[config.mk]
export PLATFORM = sky130hd
export DESIGN_NAME = timing_control
export DESIGN_NICKNAME = d
export VERILOG_FILES = /design/src/logic/cpu_pkg.sv /design/src/logic/timing_control.sv
export SDC_FILE = /design/constraint.sdc
export NUM_CORES = 1
export LEC_CHECK = 0
export BUFFER_PORTS_ARGS = -buffer_cell sky130_fd_sc_hd__buf_2
export CAP_MARGIN = 10
export CORE_MARGIN = 2
export CORE_UTILIZATION = 38
export DETAILED_ROUTE_END_ITERATION = 12
export PLACE_DENSITY = 0.77
export SKIP_CTS_REPAIR_TIMING = 1
export SYNTH_ARGS = -nofsm -noshare
export SYNTH_HDL_FRONTEND = slang
export SYNTH_SLANG_ARGS = --single-unit
[constraint.sdc]
create_clock -name clk -period 2.77 [get_ports clk]
set_input_delay 0.1385 -clock clk [delete_from_list [all_inputs] [get_ports clk]]
set_output_delay 0.1385 -clock clk [all_outputs]
set_load 0.01 [all_outputs]
[src/logic/cpu_pkg.sv]
`default_nettype none

package cpu_pkg;

    // one-hot timing states, all zeros is the jam state
    typedef enum logic [7:0] {
        TJAM  = 8'h00,
        T0    = 8'h01,
        T3    = 8'h02,
        T2    = 8'h04,
        T0T2  = 8'h08,
        T1    = 8'h10,
        TRST2 = 8'h20,
        TRST1 = 8'h40
    } tstate_t;

    // opcode classes seen by the timing FSM
    typedef enum logic [3:0] {
        OP_IMP,
        OP_IMM,
        OP_ZRD,
        OP_ZST,
        OP_JMP,
        OP_BRA,
        OP_BAD
    } op_class_t;

    typedef enum logic [2:0] {
        ALU_SUM,
        ALU_SUB,
        ALU_AND,
        ALU_ORA,
        ALU_EOR,
        ALU_INC,
        ALU_DEC,
        ALU_PASS
    } alu_op_t;

    // source of one address byte for the next cycle
    typedef enum logic [2:0] {
        ADDR_PC,
        ADDR_DATA,
        ADDR_ZERO,
        ADDR_VEC,
        ADDR_HOLD
    } addr_src_t;

    // REG_M is the byte read from memory
    typedef enum logic [1:0] {
        REG_A,
        REG_X,
        REG_Y,
        REG_M
    } reg_sel_t;

    // status register bit positions
    localparam int FL_C = 0;
    localparam int FL_Z = 1;
    localparam int FL_B = 4;
    localparam int FL_U = 5;
    localparam int FL_V = 6;
    localparam int FL_N = 7;

endpackage

`default_nettype wire
[src/logic/timing_control.sv]
`timescale 1ns/10ps
`default_nettype none

module timing_control
    import cpu_pkg::*;
(
    input  wire logic       clk,
    input  wire logic       rst,
    input  wire logic [7:0] data_i,
    input  wire op_class_t  op_class,
    input  wire logic [7:0] p,
    input  wire logic [2:0] branch_bits,
    output addr_src_t       adl_src,
    output addr_src_t       adh_src,
    output logic            inc_pc,
    output logic            jump,
    output logic            load_ir,
    output logic            exec,
    output logic            write_mem,
    output logic            sync_o,
    output logic            jam_o
);

    tstate_t state, state_next;
    logic    two_cycle;
    logic    flag;
    logic    taken;

    always_ff @(posedge clk) begin
        if (rst) begin
            state <= TRST1;
        end else begin
            state <= state_next;
        end
    end

    assign sync_o = (state == T1);
    assign jam_o  = (state == TJAM);

    // predecode on the opcode byte: immediate and implied skip T2
    assign two_cycle = (data_i ==? 8'b???_010_?0) || (data_i ==? 8'b???_010_01) ||
                       (data_i ==? 8'b101_000_?0) || (data_i ==? 8'b???_110_00);

    // opcode bits 7:6 pick the flag, bit 5 the value that takes the branch
    always_comb begin
        case (branch_bits[2:1])
            2'b00:   flag = p[FL_N];
            2'b01:   flag = p[FL_V];
            2'b10:   flag = p[FL_C];
            default: flag = p[FL_Z];
        endcase
        taken = (flag == branch_bits[0]);
    end

    always_comb begin
        state_next = TJAM;
        adl_src    = ADDR_PC;
        adh_src    = ADDR_PC;
        inc_pc     = 1'b0;
        jump       = 1'b0;
        load_ir    = 1'b0;
        exec       = 1'b0;
        write_mem  = 1'b0;

        case (state)
            TRST1: begin
                {adh_src, adl_src} = {ADDR_VEC, ADDR_VEC};
                state_next = TRST2;
            end
            TRST2: begin
                // high byte on the bus, low byte held from last cycle
                {adh_src, adl_src} = {ADDR_DATA, ADDR_HOLD};
                jump       = 1'b1;
                state_next = T1;
            end
            T1: begin
                inc_pc  = 1'b1;
                load_ir = 1'b1;
                if (two_cycle) begin
                    state_next = T0T2;
                end else begin
                    state_next = T2;
                end
            end
            T0T2: begin
                if (op_class == OP_IMP || op_class == OP_IMM) begin
                    exec       = 1'b1;
                    inc_pc     = (op_class == OP_IMM);
                    state_next = T1;
                end
            end
            T2: begin
                inc_pc = 1'b1;
                case (op_class)
                    OP_ZRD, OP_ZST: begin
                        {adh_src, adl_src} = {ADDR_ZERO, ADDR_DATA};
                        write_mem  = (op_class == OP_ZST);
                        state_next = T0;
                    end
                    OP_JMP: state_next = T3;
                    OP_BRA: begin
                        if (taken) begin
                            state_next = T3;
                        end else begin
                            state_next = T1;
                        end
                    end
                    default: state_next = TJAM;
                endcase
            end
            T3: begin
                // branch keeps pc sources, the core adds the offset on jump
                jump = 1'b1;
                if (op_class == OP_JMP) begin
                    {adh_src, adl_src} = {ADDR_DATA, ADDR_HOLD};
                end
                state_next = T1;
            end
            T0: begin
                exec       = (op_class == OP_ZRD);
                state_next = T1;
            end
            default: state_next = TJAM;
        endcase
    end

    assert property (@(posedge clk) disable iff (rst) $onehot0(state))
        else $error("timing state not one-hot: %b", state);

endmodule

`default_nettype wire

# Word level (Yosys, flattened, before mapping)

Index checks and enable logic that the tools add are counted.

Register bits: 8
Bits of input ports: 25
Word-level logic and storage cells: 51
Output and inout bits: 13

Equal/unequal tests: 19
Reduce and logical (&&, ||, !) cells: 11
Mux-type cells: 20

Operators with widths:

| kind               | count |
|---|---|
| $pmux 6 s5         | 1 |
| $pmux 5 s3         | 1 |
| $eq 4x3->1 const B | 3 |
| $pmux 3 s4         | 1 |
| $mux 5             | 2 |
| $eq 4x2->1 const B | 2 |
| $eq 8x1->1 const B | 1 |
| $eq 8x2->1 const B | 1 |
| $eq 8x3->1 const B | 1 |
| $eq 8x4->1 const B | 1 |
| $eq 8x5->1 const B | 1 |
| $eq 8x6->1 const B | 1 |
| $eq 8x7->1 const B | 1 |
| $logic_not 8->1    | 1 |
| $mux 1             | 8 |
| $pmux 2 s4         | 1 |
| $eq 7x7->1 const B | 1 |
| $reduce_or 2->1    | 3 |
| $eq 5x4->1 const B | 1 |
| $eq 5x5->1 const B | 1 |
| $eq 4x1->1 const B | 1 |
| $logic_not 4->1    | 1 |
| $logic_or 1x1->1   | 4 |
| $mux 4             | 1 |
| 9 further kinds    | 10 |

# Depth between registers and ports, before layout

Depth in word-level cells: 6
Mapped depth: 5
Gate-level depth less buffers: 4

# Worst setup path before layout

No wires, ideal clock.

Kind: flip-flop to output port
Start: reg state[3]
End: out adl_src[0]
Stages on the path, launching flop included: 6
Slack: 530 ps
Arrival: 2101 ps
Cell sequence: dfxtp_1 or4_4 or4b_1 or4b_4 nand2_1 buf_4

Cells in the longest elaborated chain, start to end: 2
Elaborated cells between the ends (all ways): 5

RTL lines:

| element                            | line                 | text |
|---|---|---|
| start, declared                    | timing_control.sv:24 | `tstate_t state, state_next;` |
| start signal, assigned             | timing_control.sv:33 | `state <= state_next;` |
| $eq 8x2->1 (tied with other cells) | timing_control.sv:65 | `case (state)` |
| $pmux 3 s4 (*)                     | timing_control.sv:65 |  |
| end, declared                      | timing_control.sv:13 | `output addr_src_t adl_src,` |

Every way passes the cells marked *; elsewhere a longest branch is shown, timed or not.

# Worst setup path in the final report

Start: reg state[3]
End: out write_mem

Cells in the longest elaborated chain, start to end: 2

RTL lines:

| element       | line                 | text |
|---|---|---|
| $eq 8x3->1    | timing_control.sv:65 |  |
| $mux 1        | timing_control.sv:65 |  |
| end, declared | timing_control.sv:19 | `output logic write_mem,` |

No other way between the ends.

==> run_results.csv <==
group,metric,value,unit
placement,portBuffers,32,
floorplan,die_w,40.25,um
cells_and_area,fin_util,53.75,%
clock_network,root_buffer,"clkbuf_4",
hold_path,whs_path_depth,1,
synth,netlist_area,499.2,um^2
placement,routabilityCongestion,0.7343,
timing,fin_crit,2526,ps
critical_path,cp-end-kind,"output pin",
synth,yosysTopAreaCell,"dfxtp_1",
synth,synthCells,62,
route,drt_first_iter_violations,9,
synth,synth.yosys.warnings,0,
critical_path,arrival,2390,ps
route,viasPerCell,5.182,
synth,synth_fp_nets,87,
clock_network,htreeDepth,1,
synth,synth_seq_area_share,28.07,%
placement,dp_hpwl,1.002,mm
cells_and_area,top_regs,"state: 7 flops",
cells_and_area,regArea,140.1,um^2
timing,hold_ws,83.27,ps
critical_path,crit_fanout,5,
floorplan,die_h,40.25,um
global_routing,grt_pass1_wl,1.787,mm
pwr,power.density,370.7,nW/um^2
floorplan,num_io_pins,38,
cells_and_area,antenna_cells,0,
timing,setup_tns,0,ps
cells_and_area,final_area,681.9,um^2
floorplan,core,1269,um^2
clock_network,cts_buffers,3,
timing,fin_skew,2.247,ps
pwr,p_leak,0.3370,nW
critical_path,cp-start-kind,"register",
critical_path,ff2ff_path_depth,4,
route,vias,570,
clock_network,clkLatencyLatePin,250,ps
hold_path,hp-class,"primary input to register",
run,cap_viol_max_count,0,
cells_and_area,largest_reg_flops,7,
cells_and_area,finalNetCount,121,
route,drtPass1Iterations,4,
route,route.detailed.drc,0,
clock_network,cts_num_sinks,7,
global_routing,grt_max_degree,8,
floorplan,rows,13,
timing,final_hold_viol_count,0,
timing,setup_violations,0,
pwr,finalPower,0.0002528,W
timing,max_freq,395.8,MHz
synth,synth_top_area_share,28.07,%
clock_network,path_clk_slew,50,ps
pwr,vdd_ir_drop_max,0.0001680,V
synth,synthTopCellsByArea,"dfxtp_1 (28%), nor2_1 (6.0%), buf_4 (4.5%)",
clock_network,cts_tree,"built",
cells_and_area,multiInputGateArea,325.3,um^2
floorplan,dieArea,1620,um^2
global_routing,first_global_vias,514,
synth,synth_seq_cells,7,
global_routing,grtUsageTotal,16.72,%
placement,post_dp_cell_area,655.6,um^2
run_status,status,"completed",
global_routing,antenna_found_initial,0,
critical_path,reg2reg_setup_slack,700,ps
route,routed_wl,1.169,mm
cells_and_area,drive_gt1_share,43.16,%
critical_path,path_class,"register to output pin",
critical_path,critPathRequiredTime,2630,ps
clock_network,clock_path_buffers,2,
cells_and_area,num-fill-cells,124,
timing,fin_crit_sh,91.20,%
route,wl_per_cell,10.63,um
synth,synth_area_per_cell,8.052,um^2
timing,rsz0062_at_grt,"false",
cells_and_area,largest-register,"state",
global_routing,gr-total-overflow,0,
route,ant_nets,0,
floorplan,start_util,39.35,%
synth,synth.distinct_cells,28,
cells_and_area,syn_to_final_growth,36.59,%
timing,drv_slew,0,
cell usage after synthesis:
cell type  count
a21o_1         1
a21oi_1        3
a2bb2oi_1      1
a31oi_1        1
and2b_2        1
buf_4          3
conb_1         1
dfxtp_1        7
inv_1          3
mux4_2         1
nand2_1        5
nand2b_1       3
nand3b_1       2
nor2_1         8
nor3_1         1
nor3b_1        2
nor4_1         2
nor4b_1        1
o21ai_0        4
o31a_1         1
o32ai_1        2
or3_1          1
or3_2          2
or4_4          1
or4b_1         1
or4b_4         1
xnor2_1        1
xor2_1         2
cells in the final DEF (no fill, tap or decap), drive strengths merged, types with 2 or more instances in the layout:
cell type	instances
nand3b	2
nor2	8
nand2	5
dfxtp	7
nor3b	2
inv	3
o32ai	2
a21oi	3
o21ai	4
buf	32
nor4	2
or4b	2
xor2	2
clkbuf	4
nand2b	3
or3	3
worst paths after layout:
| path | endpoint | startpoint |
|---|---|---|
| max | write_mem | state[3] |
| min | state[6] | rst |
| max reg2reg | state[0] | state[3] |
| min reg2reg | state[3] | state[4] |
per-stage QoR:
step,std cells,worst slack [ps]
global placement,106,501.7
global route,110,148.2
detailed placement,106,507.5
finish,110,243.8
floorplan,62,530.3
CTS,110,233.7
power by group:
part | internal (W) | switching [W] | leakage (nW)
logic | 0.0000291 | 0.0000279 | 0.265
registers | 0.000103 | 0.00000276 | 0.0570
clock network | 0.0000548 | 0.0000351 | 0.0150
total | 0.000187 | 0.0000657 | 0.337
cell families (layout without fill, tap and decap cells):
group / Yosys count / count (layout) / synth area share [%]
simple gates: 31 / 31 / 37.84
mux: 1 / 1 / 4.511
xor+xnor: 3 / 3 / 5.264
compound gates: 13 / 13 / 16.79
buf+inv: 6 / 39 / 6.766
flops: 7 / 7 / 28.07
other cells: 1 / 1 / 0.7512
cell type report:
| class | instances | share of cell area (%) |
|---|---|---|
| multi-input combinational | 49 | 47.71 |
| timing repair buffer | 32 | 23.49 |
| sequential | 7 | 20.55 |
| clock buffer | 4 | 3.853 |
| tap | 15 | 2.752 |
| inverter | 3 | 1.651 |
routing by layer:
layer | wire length, um | vias to the layer above | global-route usage (%) | share of wire, %
li1 | - | 289 | - | -
met1 | 494 | 256 | 16.95 | 42
met2 | 575 | 23 | 31.05 | 49
met3 | 89 | 2 | 3.333 | 7.6
met4 | 9 | 0 | 10.00 | 0.77
met5 | 0 | - | 0 | 0
worst max-delay path: stages, from the launching register on:
cell and delay, ps:
dfxtp_1 330, or4_4 560, or4b_1 520, or4b_4 520, nor2_1 90, buf_2 130
Power figures use the tool's default switching activity.
