===== src/logic/cpu_pkg.sv =====
`default_nettype none

package cpu_pkg;

    // one-hot timing states, all zeros is the jam state
    typedef enum logic [7:0] {
        TJAM  = 8'h00,
        T0    = 8'h01,
        T3    = 8'h02,
        T2    = 8'h04,
        T0T2  = 8'h08,
        T1    = 8'h10,
        TRST2 = 8'h20,
        TRST1 = 8'h40
    } tstate_t;

    // opcode classes seen by the timing FSM
    typedef enum logic [3:0] {
        OP_IMP,
        OP_IMM,
        OP_ZRD,
        OP_ZST,
        OP_JMP,
        OP_BRA,
        OP_BAD
    } op_class_t;

    typedef enum logic [2:0] {
        ALU_SUM,
        ALU_SUB,
        ALU_AND,
        ALU_ORA,
        ALU_EOR,
        ALU_INC,
        ALU_DEC,
        ALU_PASS
    } alu_op_t;

    // source of one address byte for the next cycle
    typedef enum logic [2:0] {
        ADDR_PC,
        ADDR_DATA,
        ADDR_ZERO,
        ADDR_VEC,
        ADDR_HOLD
    } addr_src_t;

    // REG_M is the byte read from memory
    typedef enum logic [1:0] {
        REG_A,
        REG_X,
        REG_Y,
        REG_M
    } reg_sel_t;

    // status register bit positions
    localparam int FL_C = 0;
    localparam int FL_Z = 1;
    localparam int FL_B = 4;
    localparam int FL_U = 5;
    localparam int FL_V = 6;
    localparam int FL_N = 7;

endpackage

`default_nettype wire

===== src/logic/opcode_decoder.sv =====
`timescale 1ns/10ps
`default_nettype none

module opcode_decoder
    import cpu_pkg::*;
(
    input  wire logic [7:0] ir,
    output op_class_t       op_class,
    output alu_op_t         alu_op,
    output reg_sel_t        src_sel,
    output reg_sel_t        dst_sel,
    output logic            up_nz,
    output logic            up_cv,
    output logic [7:0]      set_mask,
    output logic [7:0]      clear_mask
);

    localparam logic [7:0] C_BIT = 8'(1 << FL_C);

    always_comb begin
        op_class   = OP_BAD;
        alu_op     = ALU_PASS;
        src_sel    = REG_M;
        dst_sel    = REG_M;
        up_nz      = 1'b0;
        up_cv      = 1'b0;
        set_mask   = 8'h00;
        clear_mask = 8'h00;

        casez (ir)
            // accumulator group, zero page or immediate
            8'b???_001_01, 8'b???_010_01: begin
                if (ir[3]) begin
                    op_class = OP_IMM;
                end else begin
                    op_class = OP_ZRD;
                end
                src_sel = REG_A;
                dst_sel = REG_A;
                up_nz   = 1'b1;
                case (ir[7:5])
                    3'b000: alu_op = ALU_ORA;
                    3'b001: alu_op = ALU_AND;
                    3'b010: alu_op = ALU_EOR;
                    3'b011: begin
                        alu_op = ALU_SUM;
                        up_cv  = 1'b1;
                    end
                    3'b100: begin
                        // STA, no immediate form
                        if (ir[3]) begin
                            op_class = OP_BAD;
                        end else begin
                            op_class = OP_ZST;
                        end
                        dst_sel = REG_M;
                        up_nz   = 1'b0;
                    end
                    3'b101: src_sel = REG_M;
                    3'b110: begin
                        // compare keeps A
                        alu_op  = ALU_SUB;
                        dst_sel = REG_M;
                        up_cv   = 1'b1;
                    end
                    default: begin
                        alu_op = ALU_SUB;
                        up_cv  = 1'b1;
                    end
                endcase
            end
            // LDX / LDY
            8'b101_00?_?0: begin
                if (ir[2]) begin
                    op_class = OP_ZRD;
                end else begin
                    op_class = OP_IMM;
                end
                dst_sel = ir[1] ? REG_X : REG_Y;
                up_nz   = 1'b1;
            end
            // STX / STY
            8'b100_001_?0: begin
                op_class = OP_ZST;
                src_sel  = ir[1] ? REG_X : REG_Y;
            end
            8'h4c: op_class = OP_JMP;
            8'b1??_100_00: op_class = OP_BRA;
            8'he8, 8'hc8, 8'hca, 8'h88: begin
                op_class = OP_IMP;
                // INX and INY have bit 6 set and bit 1 clear
                alu_op   = (ir[6] && !ir[1]) ? ALU_INC : ALU_DEC;
                if (ir == 8'hca || ir == 8'he8) begin
                    src_sel = REG_X;
                end else begin
                    src_sel = REG_Y;
                end
                dst_sel = src_sel;
                up_nz   = 1'b1;
            end
            // register transfers
            8'haa, 8'h8a, 8'ha8, 8'h98: begin
                op_class = OP_IMP;
                up_nz    = 1'b1;
                case (ir)
                    8'haa: {src_sel, dst_sel} = {REG_A, REG_X};
                    8'h8a: {src_sel, dst_sel} = {REG_X, REG_A};
                    8'ha8: {src_sel, dst_sel} = {REG_A, REG_Y};
                    default: {src_sel, dst_sel} = {REG_Y, REG_A};
                endcase
            end
            8'h18: begin
                op_class   = OP_IMP;
                clear_mask = C_BIT;
            end
            8'h38: begin
                op_class = OP_IMP;
                set_mask = C_BIT;
            end
            8'hea: op_class = OP_IMP;
            default: op_class = OP_BAD;
        endcase
    end

endmodule

`default_nettype wire


===== config.mk =====
export PLATFORM = sky130hd
export DESIGN_NAME = opcode_decoder
export DESIGN_NICKNAME = d
export VERILOG_FILES = /design/src/logic/cpu_pkg.sv /design/src/logic/opcode_decoder.sv
export SDC_FILE = /design/constraint.sdc
export NUM_CORES = 1
export LEC_CHECK = 0
export ABC_CLOCK_PERIOD_IN_PS = 1600
export BUFFER_PORTS_ARGS = -buffer_cell sky130_fd_sc_hd__buf_2
export CORE_MARGIN = 2
export CORE_UTILIZATION = 48
export DETAILED_ROUTE_END_ITERATION = 8
export GPL_ROUTABILITY_DRIVEN = 0
export PLACE_DENSITY = 0.85
export SLEW_MARGIN = 5
export SYNTH_ARGS = -nofsm -noshare
export SYNTH_HDL_FRONTEND = slang
export SYNTH_SLANG_ARGS = --single-unit

===== constraint.sdc =====
create_clock -name vclk -period 1.6
set_input_delay 0 -clock vclk [all_inputs]
set_output_delay 0 -clock vclk [all_outputs]
set_load 0.005 [all_outputs]

# Yosys cells after proc, flatten, opt, wreduce, memory -nomap -nowiden
# Index checks and enable logic that the tools add are counted.
dict set report classes {
  n_reduce_logical 13
  eq_ne 23
  mux 22
}
# cell n
set ops {}
lappend ops {{8-bit == test, second input constant} 9}
lappend ops {{4-bit one-hot mux with 6 select lines} 1}
lappend ops {{2-bit one-hot mux with 4 select lines} 2}
lappend ops {{3-bit one-hot mux with 5 select lines} 1}
lappend ops {{2-bit two-way mux} 7}
lappend ops {{6-bit == test, second input constant} 2}
lappend ops {{11-bit OR reduction} 1}
lappend ops {{3-bit == test, second input constant} 3}
lappend ops {{9-bit OR reduction} 1}
lappend ops {{8-bit by 5-bit == test with 1-bit output, second input constant} 1}
lappend ops {{8-bit by 6-bit == test with 1-bit output, second input constant} 1}
lappend ops {{8-bit by 7-bit == test with 1-bit output, second input constant} 1}
lappend ops {{2-bit one-hot mux with 2 select lines} 2}
lappend ops {{2-bit OR reduction} 4}
lappend ops {{4-bit OR reduction} 2}
lappend ops {{7-bit == test, second input constant} 1}
lappend ops {{3-bit by 2-bit == test with 1-bit output, second input constant} 2}
lappend ops {{3-bit one-hot mux with 2 select lines} 1}
lappend ops {{5-bit by 3-bit == test with 1-bit output, second input constant} 1}
lappend ops {{5-bit by 4-bit == test with 1-bit output, second input constant} 1}
lappend ops {{1-bit two-way mux} 5}
lappend ops {{5-bit OR reduction} 1}
lappend ops {{4-bit two-way mux} 1}
lappend ops {{3-bit by 1-bit == test with 1-bit output, second input constant} 1}
lappend ops {{other kinds (6)} 6}
dict set report word_totals {
  regBits 0
  out_inout_bits 29
  elab_cells 58
  in_bits 8
}

# Logic depth before layout (Yosys ltp)
# Gate-level depths: netlist of the first run.
dict set report depth {
  word_depth 4
  ltp_mapped 6
  mapped_depth_nobuf 5
}

# Worst setup path before layout of the first run
# No wires, ideal clock.
dict set report synth_path {
  path_type {in2out}
  startpoint {input ir[4]}
  endpoint {output op_class[1]}
  n_path_buf 1
  cell_stages 6
  t_required_ns 1.600
  path_slack_ns 0.428
  arrival_time_ns 1.172
  cell_sequence {buf_4 -> or3b_1 -> or4_4 -> o21a_4 -> nand3_2 -> o221ai_2}
}
dict set report synth_between {
  elab_chain_cells 3
  elab_cells_between_ends 20
  cone_classes {eq/ne (17); mux (1); reduce/logical (2)}
}
# element line
set synth_rtl {}
lappend synth_rtl {{start: declaration} opcode_decoder.sv:7} ;# input wire logic [7:0] ir,
lappend synth_rtl {{8-bit == test (tied with other cells)} opcode_decoder.sv:30} ;# casez (ir)
lappend synth_rtl {{11-bit OR reduction (no source line) or 2-bit OR reduction (tied branches)} --}
lappend synth_rtl {{4-bit one-hot mux with 6 select lines *} opcode_decoder.sv:30}
lappend synth_rtl {{end: declaration} opcode_decoder.sv:8} ;# output op_class_t op_class,
# Every way passes the cells marked *; elsewhere a longest branch is shown, timed or not.

# Worst setup path after layout of the first run
dict set report layout_path {
  startpoint {input ir[1]}
  endpoint {output op_class[1]}
}
# The elaborated chain is that of the path after synthesis.

==> impl_results.md, run 1 <==
- Start point of the critical path: ir[1]
- Placeable core region: 1318 um2
- Routed len/inst: 13.54 um
- ANT nets after route: 0
- Total power per unit cell area: 203.9 nW/um2
- HPWL Detailed: 1439 um
- DRC violation count after routing: 0
- Number of DRC violations after detailed-routing iteration 0: 34
- Buffers added on ports: 22
- Number of placement rows: 13
- Total inserted antenna cells: 0
- Achievable Freq: approximately 0.68 GHz
- Part of the power in registers: 0%
- Detailed-route via count: 822
- Initial Utilization: between 50% and 60%
- Core occupancy in the finished layout: 55.65%
- Maximum resistive drop on vdd: 0.1328 mV
- Kind of start point of the critical path: primary input
- Category of the worst setup path capture point: output port
- Vias in the first global route: 679
- Width of the die: 41.76 um
- Antenna violations before repair: 0
- Fill cell instance count of the final layout: ~140
- Data arrival at the endpoint of the critical path: 1.48 ns
- Router iterations before antenna repair: 4
- Post-synthesis cell type count: 37
- Area growth from synthesis to layout: 7.130%
- Pin count of the biggest net entering global routing: 20
- Number of top-level pins: 37
- Total negative slack for setup checks: 0 ns
- Mean area per synthesized cell: 6.337 um2
- Clock power frac: 0%
- RSZ-0062 raised after global routing: no
- Final hold viol count: 0
- Fin. max-slew vios: 0
- Hold slack: about 0.32 ns
- Placed Instance Area: 733.2 um2
- Class of the most critical setup path: primary input to output port
- Storage element area: 0 um2
- Sw Ratio: 63.96%
- Total GRT Usage: between 20% and 30%
- Sum of routed wire length over all layers: 1869 um
- Grt ovf: 0
- Synthesis Warnings: 0
- Net count, final: between 100 and 150
- Final setup violation count: 0
- Tightest Hold Check Type: primary input to output port
- Number of cells produced by synthesis: roughly 110
- Die Span Y: roughly 42 um
- Critical path data required time: 1.60 ns
- Combinational cell fraction of total power: 100.0%
- Count of sequential standard cells: 0
- Internal power: 0.00005387 W
- Post-cts repair resize count: 0
- Result of the run: finished, final reports clean
- Clock tree buffer count of the final layout: 0
- Share of the clock period used by the worst path: ~90%
- Lkg Pwr: 0.3237 nW
- Number of buffers added for setup after CTS: 0
- Sequential cell area fraction in the yosys report: 0%
- Die Footprint: between 1500 and 2000 um2
- Hold bufs inserted after CTS: 0
- Final critical delay including setup and external delays: 1.479 ns
- Average vias per placed instance: 5.957
- Netlist area before placement: 684.4 um2
- Critical-path maximum fanout: 14
- Global-route wire length before repair: 2987 um
- Max-cap viol count: 0
- Share of layout cells above drive strength 1: between 20% and 30%
- Origin of the worst min-delay path: ir[6]
- Sw power: 0.00009562 W
- Total non-filler cell area in the finished layout: 733.2 um2
==> layout by cell type, fill, tap and decap left out, types with 3 or more instances in the layout <==
cell type / instances
sky130_fd_sc_hd__buf_4: 3
sky130_fd_sc_hd__nand2b_1: 4
sky130_fd_sc_hd__o211ai_1: 3
sky130_fd_sc_hd__nand4_1: 3
sky130_fd_sc_hd__nor2_1: 13
sky130_fd_sc_hd__nand4b_1: 3
sky130_fd_sc_hd__nor3_1: 3
sky130_fd_sc_hd__conb_1: 15
sky130_fd_sc_hd__nand2_1: 11
sky130_fd_sc_hd__buf_2: 22
sky130_fd_sc_hd__nand3_1: 8
sky130_fd_sc_hd__inv_1: 4
==> worst max-delay path, cell delays in order <==
cell and delay, ns:
sky130_fd_sc_hd__buf_2 0.17, sky130_fd_sc_hd__or3b_1 0.40, sky130_fd_sc_hd__or3_1 0.42, sky130_fd_sc_hd__o211ai_2 0.23, sky130_fd_sc_hd__o221ai_2 0.12, sky130_fd_sc_hd__buf_2 0.13
==> cells by family after synthesis <==
family	Yosys count	share of synthesized area, %
and+or+nand+nor	56	43.88
xor gates and xnor gates	2	2.560
adders and majority gates	2	3.656
buffers and inverters	28	24.86
AOI/OAI and AO/OA	18	23.03
muxes	1	1.463
other	1	0.5479
==> metrics by stage <==
step,cells,total power (W),setup WS (ns)
global route,138,0.0001649,0.08612
floorplan,122,0.0001301,0.4282
detailed placement,138,0.0001456,0.1631
finish,138,0.0001495,0.1211
global placement,138,0.0001431,0.1765
CTS,138,0.0001459,0.1608
==> Yosys cell counts (2+ instances only) <==
library cell / number / area (um2)
sky130_fd_sc_hd__nand4b_1: 3 / 26.28
sky130_fd_sc_hd__ha_1: 2 / 25.02
sky130_fd_sc_hd__nand3_1: 8 / 40.04
sky130_fd_sc_hd__nor3b_1: 2 / 15.01
sky130_fd_sc_hd__buf_4: 16 / 120.1
sky130_fd_sc_hd__o21ai_0: 2 / 10.01
sky130_fd_sc_hd__and2_1: 2 / 12.51
sky130_fd_sc_hd__o211ai_1: 3 / 22.52
sky130_fd_sc_hd__nor3_1: 3 / 15.01
sky130_fd_sc_hd__clkbuf_1: 4 / 15.01
sky130_fd_sc_hd__buf_2: 4 / 20.02
sky130_fd_sc_hd__nand4_1: 3 / 18.77
sky130_fd_sc_hd__nor2_1: 13 / 48.80
sky130_fd_sc_hd__or3_1: 2 / 12.51
sky130_fd_sc_hd__nand2_1: 11 / 41.29
sky130_fd_sc_hd__nand2b_1: 4 / 25.02
sky130_fd_sc_hd__or3b_1: 2 / 17.52
sky130_fd_sc_hd__a31oi_1: 2 / 12.51
sky130_fd_sc_hd__inv_1: 4 / 15.01
==> power by group through the flow <==
stage | Clock (W) | Sequential, W | Combinational, W
after floorplan | 0 | 0 | 0.000130
after global placement | 0 | 0 | 0.000143
after detailed placement | 0 | 0 | 0.000146
after CTS | 0 | 0 | 0.000146
after global routing | 0 | 0 | 0.000165
final | 0 | 0 | 0.000149
==> layer usage <==
layer / routed length [um] / GRT usage [%] / up-vias / share of wire, %
met1: 707 / 25.13 / 371 / 38
met4: 31 / 3.226 / 0 / 1.7
li1: - / - / 386 / -
met3: 181 / 1.304 / 7 / 9.7
met2: 949 / 38.13 / 58 / 51
met5: 0 / 0 / - / 0
==> worst paths after layout <==
| check | to | slack [ns] | cells past startpoint |
|---|---|---|---|
| setup / recovery | op_class[1] | 0.12 | 6 |
| hold / removal | alu_op[1] | 0.32 | 3 |
==> final cells by class <==
| cell class | count | area (um2) | share of cell area [%] |
|---|---|---|---|
| inverters | 4 | 15.01 | 2.048 |
| repair buffers | 25 | 132.6 | 18.09 |
| well taps | 15 | 18.77 | 2.560 |
| multi-input cells | 94 | 566.8 | 77.30 |
(Power assumes the default switching activity.)
==> inputs of run 2 (changes only) <==
Settings changed: CORE_UTILIZATION 48 to 45, PLACE_DENSITY 0.85 to 0.8.
==> run 2 against run 1 <==
Net effect: clock-buffer cell count unchanged; flip-flop and latch count unchanged; critical path depth unchanged.
==> impl_results.md, run 2 (same netlist as run 1, synthesis figures left out) <==
- Top library cells by usage in the layout, fill and taps aside: sky130_fd_sc_hd__buf_2 (22), sky130_fd_sc_hd__conb_1 (15), sky130_fd_sc_hd__nor2_1 (13)
- Maximum resistive drop on vdd: 0.07910 mV (-40%)
- Number of DRC violations after detailed-routing iteration 0: 47 (+38%)
- Final Instance Count excl. Fillers: 137 (-0.72%)
- Initial Utilization: 46.51% (-5.4 points)
- Final setup violation count: 0 (unchanged)
- Vias in the first global route: 648 (-4.6%)
- Class of the most critical setup path: primary input to output port
- Grt ovf: 0 (unchanged)
- Total inserted antenna cells: 0 (unchanged)
- Width of the die: 43 um (+3.0%)
- Die Footprint: 1849 um2 (+6.0%)
- Placement-stage worst setup slack: 0.1605 ns (-0.002627 ns)
- Internal power: 0.00005130 W (-4.8%)
- Net count, final: 133 (-1.5%)
- Clock tree buffer count of the final layout: 0 (unchanged)
- Area growth from synthesis to layout: 5.119%
- Antenna violations before repair: 0 (unchanged)
- Critical-path cell with the highest stage delay: sky130_fd_sc_hd__or3_1
- Result of the run: finished, final reports clean
- Kind of cell adding the most delay to the critical path: simple AND/OR/NAND/NOR gates
- Total GRT Usage: 17.92% (-2.3 points)
- Count of sequential standard cells: 0 (unchanged)
- Pin count of the biggest net entering global routing: 20 (unchanged)
- Critical path data required time: 1.60 ns (about the same)
- Fin. max-slew vios: 0 (unchanged)
- Placeable core region: 1471 um2 (+12%)
- Category of the worst setup path capture point: output port
- Delay contributed by the slowest stage of the critical path: 0.41 ns (about the same)
- Tightest Hold Check Type: primary input to output port
- Sum of routed wire length over all layers: 1675 um (-10%)
- Die Span Y: 43 um (+3.0%)
- RSZ-0062 raised after global routing: no
- ANT nets after route: 0 (unchanged)
- Data arrival at the endpoint of the critical path: 1.45 ns (-0.03 ns)
- Top cell by count, worst path: sky130_fd_sc_hd__buf_2
- Detailed-route via count: 784 (-4.6%)
- Number of buffers added for setup after CTS: 0 (unchanged)
- Part of the power in registers: 0% (unchanged)
- Global-route wire length before repair: 2760 um (-7.6%)
- Setup WS post-layout: 0.1492 ns (+0.02814 ns)
- Number of placement rows: 14 (+1)
- Sw power: 0.00009203 W (-3.7%)
- Max-cap viol count: 0 (unchanged)
- Most common cell after layout, fill and taps aside: sky130_fd_sc_hd__buf_2
- HPWL Detailed: 1310 um (-9.0%)
- Average vias per placed instance: 5.723 (-3.9%)
- Placed Cells incl. Taps: 137 (-0.72%)
- Combinational cell fraction of total power: 100.0% (about the same)
- Routed len/inst: 12.23 um (-9.7%)
- Number of top-level pins: 37 (unchanged)
- Kind of start point of the critical path: primary input
- Achievable Freq: 0.6893 GHz (+1.9%)
- Total power per unit cell area: 199.2 nW/um2 (-2.3%)
- Sw Ratio: 64.21% (+0.24 points)
- Ordered list of cells on the worst path: buf_2, or3b_1, or3_1, o211ai_2, o221ai_2, buf_2
- DRC violation count after routing: 0 (unchanged)
- Final Total Pwr: 0.0001433 W (-4.1%)
- Final critical delay including setup and external delays: 1.451 ns (-0.02814 ns)
- Lkg Pwr: 0.3147 nW (-2.8%)
- Hold bufs inserted after CTS: 0 (unchanged)
- Share of layout cells above drive strength 1: 23.97% (-1.2 points)
- Buffers added on ports: 22 (unchanged)
- Router iterations before antenna repair: 4 (unchanged)
- Buf/Inv on CP: 2 (unchanged)
- Critical-path maximum fanout: 14 (unchanged)
- Share of the clock period used by the worst path: 90.67% (-1.8 points)
- Storage element area: 0 um2 (unchanged)
- Post-cts repair resize count: 0 (unchanged)
- Total negative slack for setup checks: 0 ns (unchanged)
- Clock power frac: 0% (unchanged)
- Final hold viol count: 0 (unchanged)
run 2: path summary, 6_finish.rpt:
kind	start	end	slack, ns	cells past startpoint
max	ir[1]	op_class[1]	0.15	6
min	ir[6]	alu_op[1]	0.38	3
run 2: stage by stage:
step                hold WS (ns)  cell area (um2)  util (%)
finish                    0.3817            719.4     48.89
global route              0.4101            719.4     48.89
CTS                       0.3768            719.4     48.89
detailed placement        0.3758            719.4     48.89
global placement          0.3926            719.4     48.89
floorplan                 0.1243            737.0         -
run 2: cell type report:
cell class         instances  area [um2]
multi-input cells         94       566.8
inverters                  4       15.01
repair buffers            23       117.6
well taps                 16       20.02
fillers                  143       752.0
run 2: power groups by stage:
stage / Sequential [W] / Combinational, W / Clock (W)
floorplan: 0 / 0.000130 / 0
global placement: 0 / 0.000138 / 0
detailed placement: 0 / 0.000140 / 0
CTS: 0 / 0.000141 / 0
global route: 0 / 0.000159 / 0
finish: 0 / 0.000143 / 0
run 2: per-layer routing:
metal	up-vias	routed length [um]	global-route usage (%)
met2	47	797	30.00
met5	-	0	0
li1	384	-	-
met1	351	720	25.82
met3	2	144	0
met4	0	12	3.636
==> inputs of run 3 (changes only) <==
Settings changed: ABC_AREA set to 1, BUFFER_PORTS_ARGS -buffer_cell sky130_fd_sc_hd__buf_2 to not set, DONT_BUFFER_PORTS set to 1, GPL_ROUTABILITY_DRIVEN 0 to 1, PLACE_DENSITY 0.8 to 0.6.
==> run 3 against run 2 <==
Net effect: synthesized cell count rose by 25%; cell count up 9.5%; area after synthesis increased by 0.91%; first-iteration DRC count shrank 47%; power decreased by 36%.
==> impl_results.md, run 3 <==
- Delay contributed by the slowest stage of the critical path: 0.17 ns (-0.24 ns)
- Fin. max-slew vios: 0 (unchanged)
- Antenna violations before repair: 0 (unchanged)
- DRC violation count after routing: 0 (unchanged)
- Category of the worst setup path capture point: output port
- RSZ-0062 raised after global routing: no
- Die Span Y: 43.18 um (+0.41%)
- Post-cts repair resize count: 0 (unchanged)
- Mean area per synthesized cell: 5.116 um2 (-19%)
- Width of the die: 43.18 um (+0.41%)
- Synthesis Warnings: 0 (unchanged)
- Detailed-route via count: 774 (-1.3%)
- Data arrival at the endpoint of the critical path: 0.92 ns (-0.53 ns)
- Number of buffers added for setup after CTS: 0 (unchanged)
- Critical-path cell with the highest stage delay: sky130_fd_sc_hd__nor2_2
- Internal power: 0.00002567 W (-50%)
- Final hold viol count: 0 (unchanged)
- Kind of start point of the critical path: primary input
- Sw Ratio: 71.85% (+7.6 points)
- Ordered list of cells on the worst path: inv_2, nand2_1, nor2_2, inv_1, ha_1, o21ai_0, inv_1, nand2_1
- Clock power frac: 0% (unchanged)
- Cell type with the highest aggregate area in the netlist: sky130_fd_sc_hd__nand2_1
- Lkg Pwr: 0.3966 nW (+26%)
- Routed len/inst: 11.49 um (-6.0%)
- Final setup violation count: 0 (unchanged)
- Kind of cell adding the most delay to the critical path: simple AND/OR/NAND/NOR gates
- Number of DRC violations after detailed-routing iteration 0: 25 (-47%)
- Storage element area: 0 um2 (unchanged)
- Max-cap viol count: 0 (unchanged)
- Yosys top cell area share: 23.37% (+5.8 points)
- Part of the power in registers: 0% (unchanged)
- Die Footprint: 1864 um2 (+0.82%)
- HPWL Detailed: 1468 um (+12%)
- Post-synthesis cell type count: 20 (-46%)
- Share of layout cells above drive strength 1: 17.16% (-6.8 points)
- Share of the clock period used by the worst path: 57.33% (-33 points)
- Router iterations before antenna repair: 4 (unchanged)
- Total GRT Usage: 18.62% (+0.70 points)
- Number of placement rows: 14 (unchanged)
- Tightest Hold Check Type: primary input to output port
- Buf/Inv on CP: 3 (+1)
- Top library cells by usage in the layout, fill and taps aside: sky130_fd_sc_hd__nand2_1 (43), sky130_fd_sc_hd__nor2_1 (21), sky130_fd_sc_hd__conb_1 (15)
- Grt ovf: 0 (unchanged)
- Global-route wire length before repair: 2822 um (+2.2%)
- Final critical delay including setup and external delays: 0.9173 ns (-0.5335 ns)
- Most used standard cell by instance count after synthesis: sky130_fd_sc_hd__nand2_1
- Leading post-synthesis cells by cell area: sky130_fd_sc_hd__nand2_1 (23%), sky130_fd_sc_hd__buf_4 (16%), sky130_fd_sc_hd__nor2_1 (11%), sky130_fd_sc_hd__nand3_1 (6.5%), sky130_fd_sc_hd__nand2_2 (6.3%)
- Total power per unit cell area: 140.1 nW/um2 (-30%)
- Combinational cell fraction of total power: 100.0% (about the same)
- Sum of routed wire length over all layers: 1724 um (+2.9%)
- Most common cell after layout, fill and taps aside: sky130_fd_sc_hd__nand2_1
- Total negative slack for setup checks: 0 ns (unchanged)
- Maximum resistive drop on vdd: 0.05813 mV (-27%)
- Net count, final: 146 (+9.8%)
- Sequential cell area fraction in the yosys report: 0% (unchanged)
- Netlist area before placement: 690.7 um2 (+0.91%)
- Result of the run: finished, final reports clean
- Total non-filler cell area in the finished layout: 650.6 um2 (-9.6%)
- Placed Instance Area: 650.6 um2 (-9.6%)
- Sw power: 0.00006551 W (-29%)
- Hold bufs inserted after CTS: 0 (unchanged)
- Total inserted antenna cells: 0 (unchanged)
- Pin count of the biggest net entering global routing: 9 (-55%)
- Critical path data required time: 1.60 ns (about the same)
- ANT nets after route: 0 (unchanged)
- Average vias per placed instance: 5.160 (-9.8%)
- Area growth from synthesis to layout: -5.797%
- Most frequent cells after synthesis: sky130_fd_sc_hd__nand2_1 (43), sky130_fd_sc_hd__nor2_1 (21), sky130_fd_sc_hd__buf_4 (15), sky130_fd_sc_hd__inv_1 (10), sky130_fd_sc_hd__nand3_1 (9)
- Class of the most critical setup path: primary input to output port
- Final weighted congestion in routability-driven placement: around 0.90
- Achievable Freq: 1.090 GHz (+58%)
- Clock tree buffer count of the final layout: 0 (unchanged)
- Initial Utilization: 46.94% (+0.43 points)
- Count of sequential standard cells: 0 (unchanged)
- Critical-path maximum fanout: 7 (-7)
- Number of cells produced by synthesis: 135 (+25%)
- Buffers added on ports: 0 (-100%)
- Placeable core region: 1471 um2 (unchanged)
- Number of top-level pins: 37 (unchanged)
- Vias in the first global route: 672 (+3.7%)
[run 3: power groups by stage]
| stage | Sequential, W | Clock, W | Combinational, W |
|---|---|---|---|
| after CTS | 0 | 0 | 0.0000903 |
| final | 0 | 0 | 0.0000912 |
| after detailed placement | 0 | 0 | 0.0000899 |
| after global placement | 0 | 0 | 0.0000892 |
| after global routing | 0 | 0 | 0.000105 |
| after floorplan | 0 | 0 | 0.000103 |
[run 3: final cells by class]
type               count  area [um2]
fillers              171       820.8
inverters             16       60.06
multi-input cells    118       570.5
well taps             16       20.02
[run 3: logic make-up after synthesis]
logic type,synth area share [%]
buf+inv,25.00
other cells,0.5430
compound gates,6.702
fa+ha+maj,3.623
simple gates,64.13
[run 3: through the flow]
| step | setup WS [ns] | hold WS, ns | total power (W) | std cells | util [%] |
|---|---|---|---|---|---|
| after floorplan | 0.8332 | 0.06951 | 0.0001029 | 149 | - |
| after global placement | 0.6784 | 0.07745 | 0.00008925 | 150 | 44.22 |
| after detailed placement | 0.6881 | 0.08227 | 0.00008992 | 150 | 44.22 |
| after CTS | 0.6879 | 0.08227 | 0.00009025 | 150 | 44.22 |
| after global routing | 0.5326 | 0.09637 | 0.0001052 | 150 | 44.22 |
| final | 0.6827 | 0.08180 | 0.00009118 | 150 | 44.22 |
[run 3: worst paths after layout]
kind	depth (start not counted)	startpoint	slack, ns	to
min	1	ir[6]	0.08	alu_op[1]
max	8	ir[6]	0.68	op_class[1]
[run 3: metal layers]
metal,share of wire [%],global-route usage [%]
met3,8.4,3.830
met2,47,33.43
met4,2.4,3.030
met5,0,0
met1,43,22.78
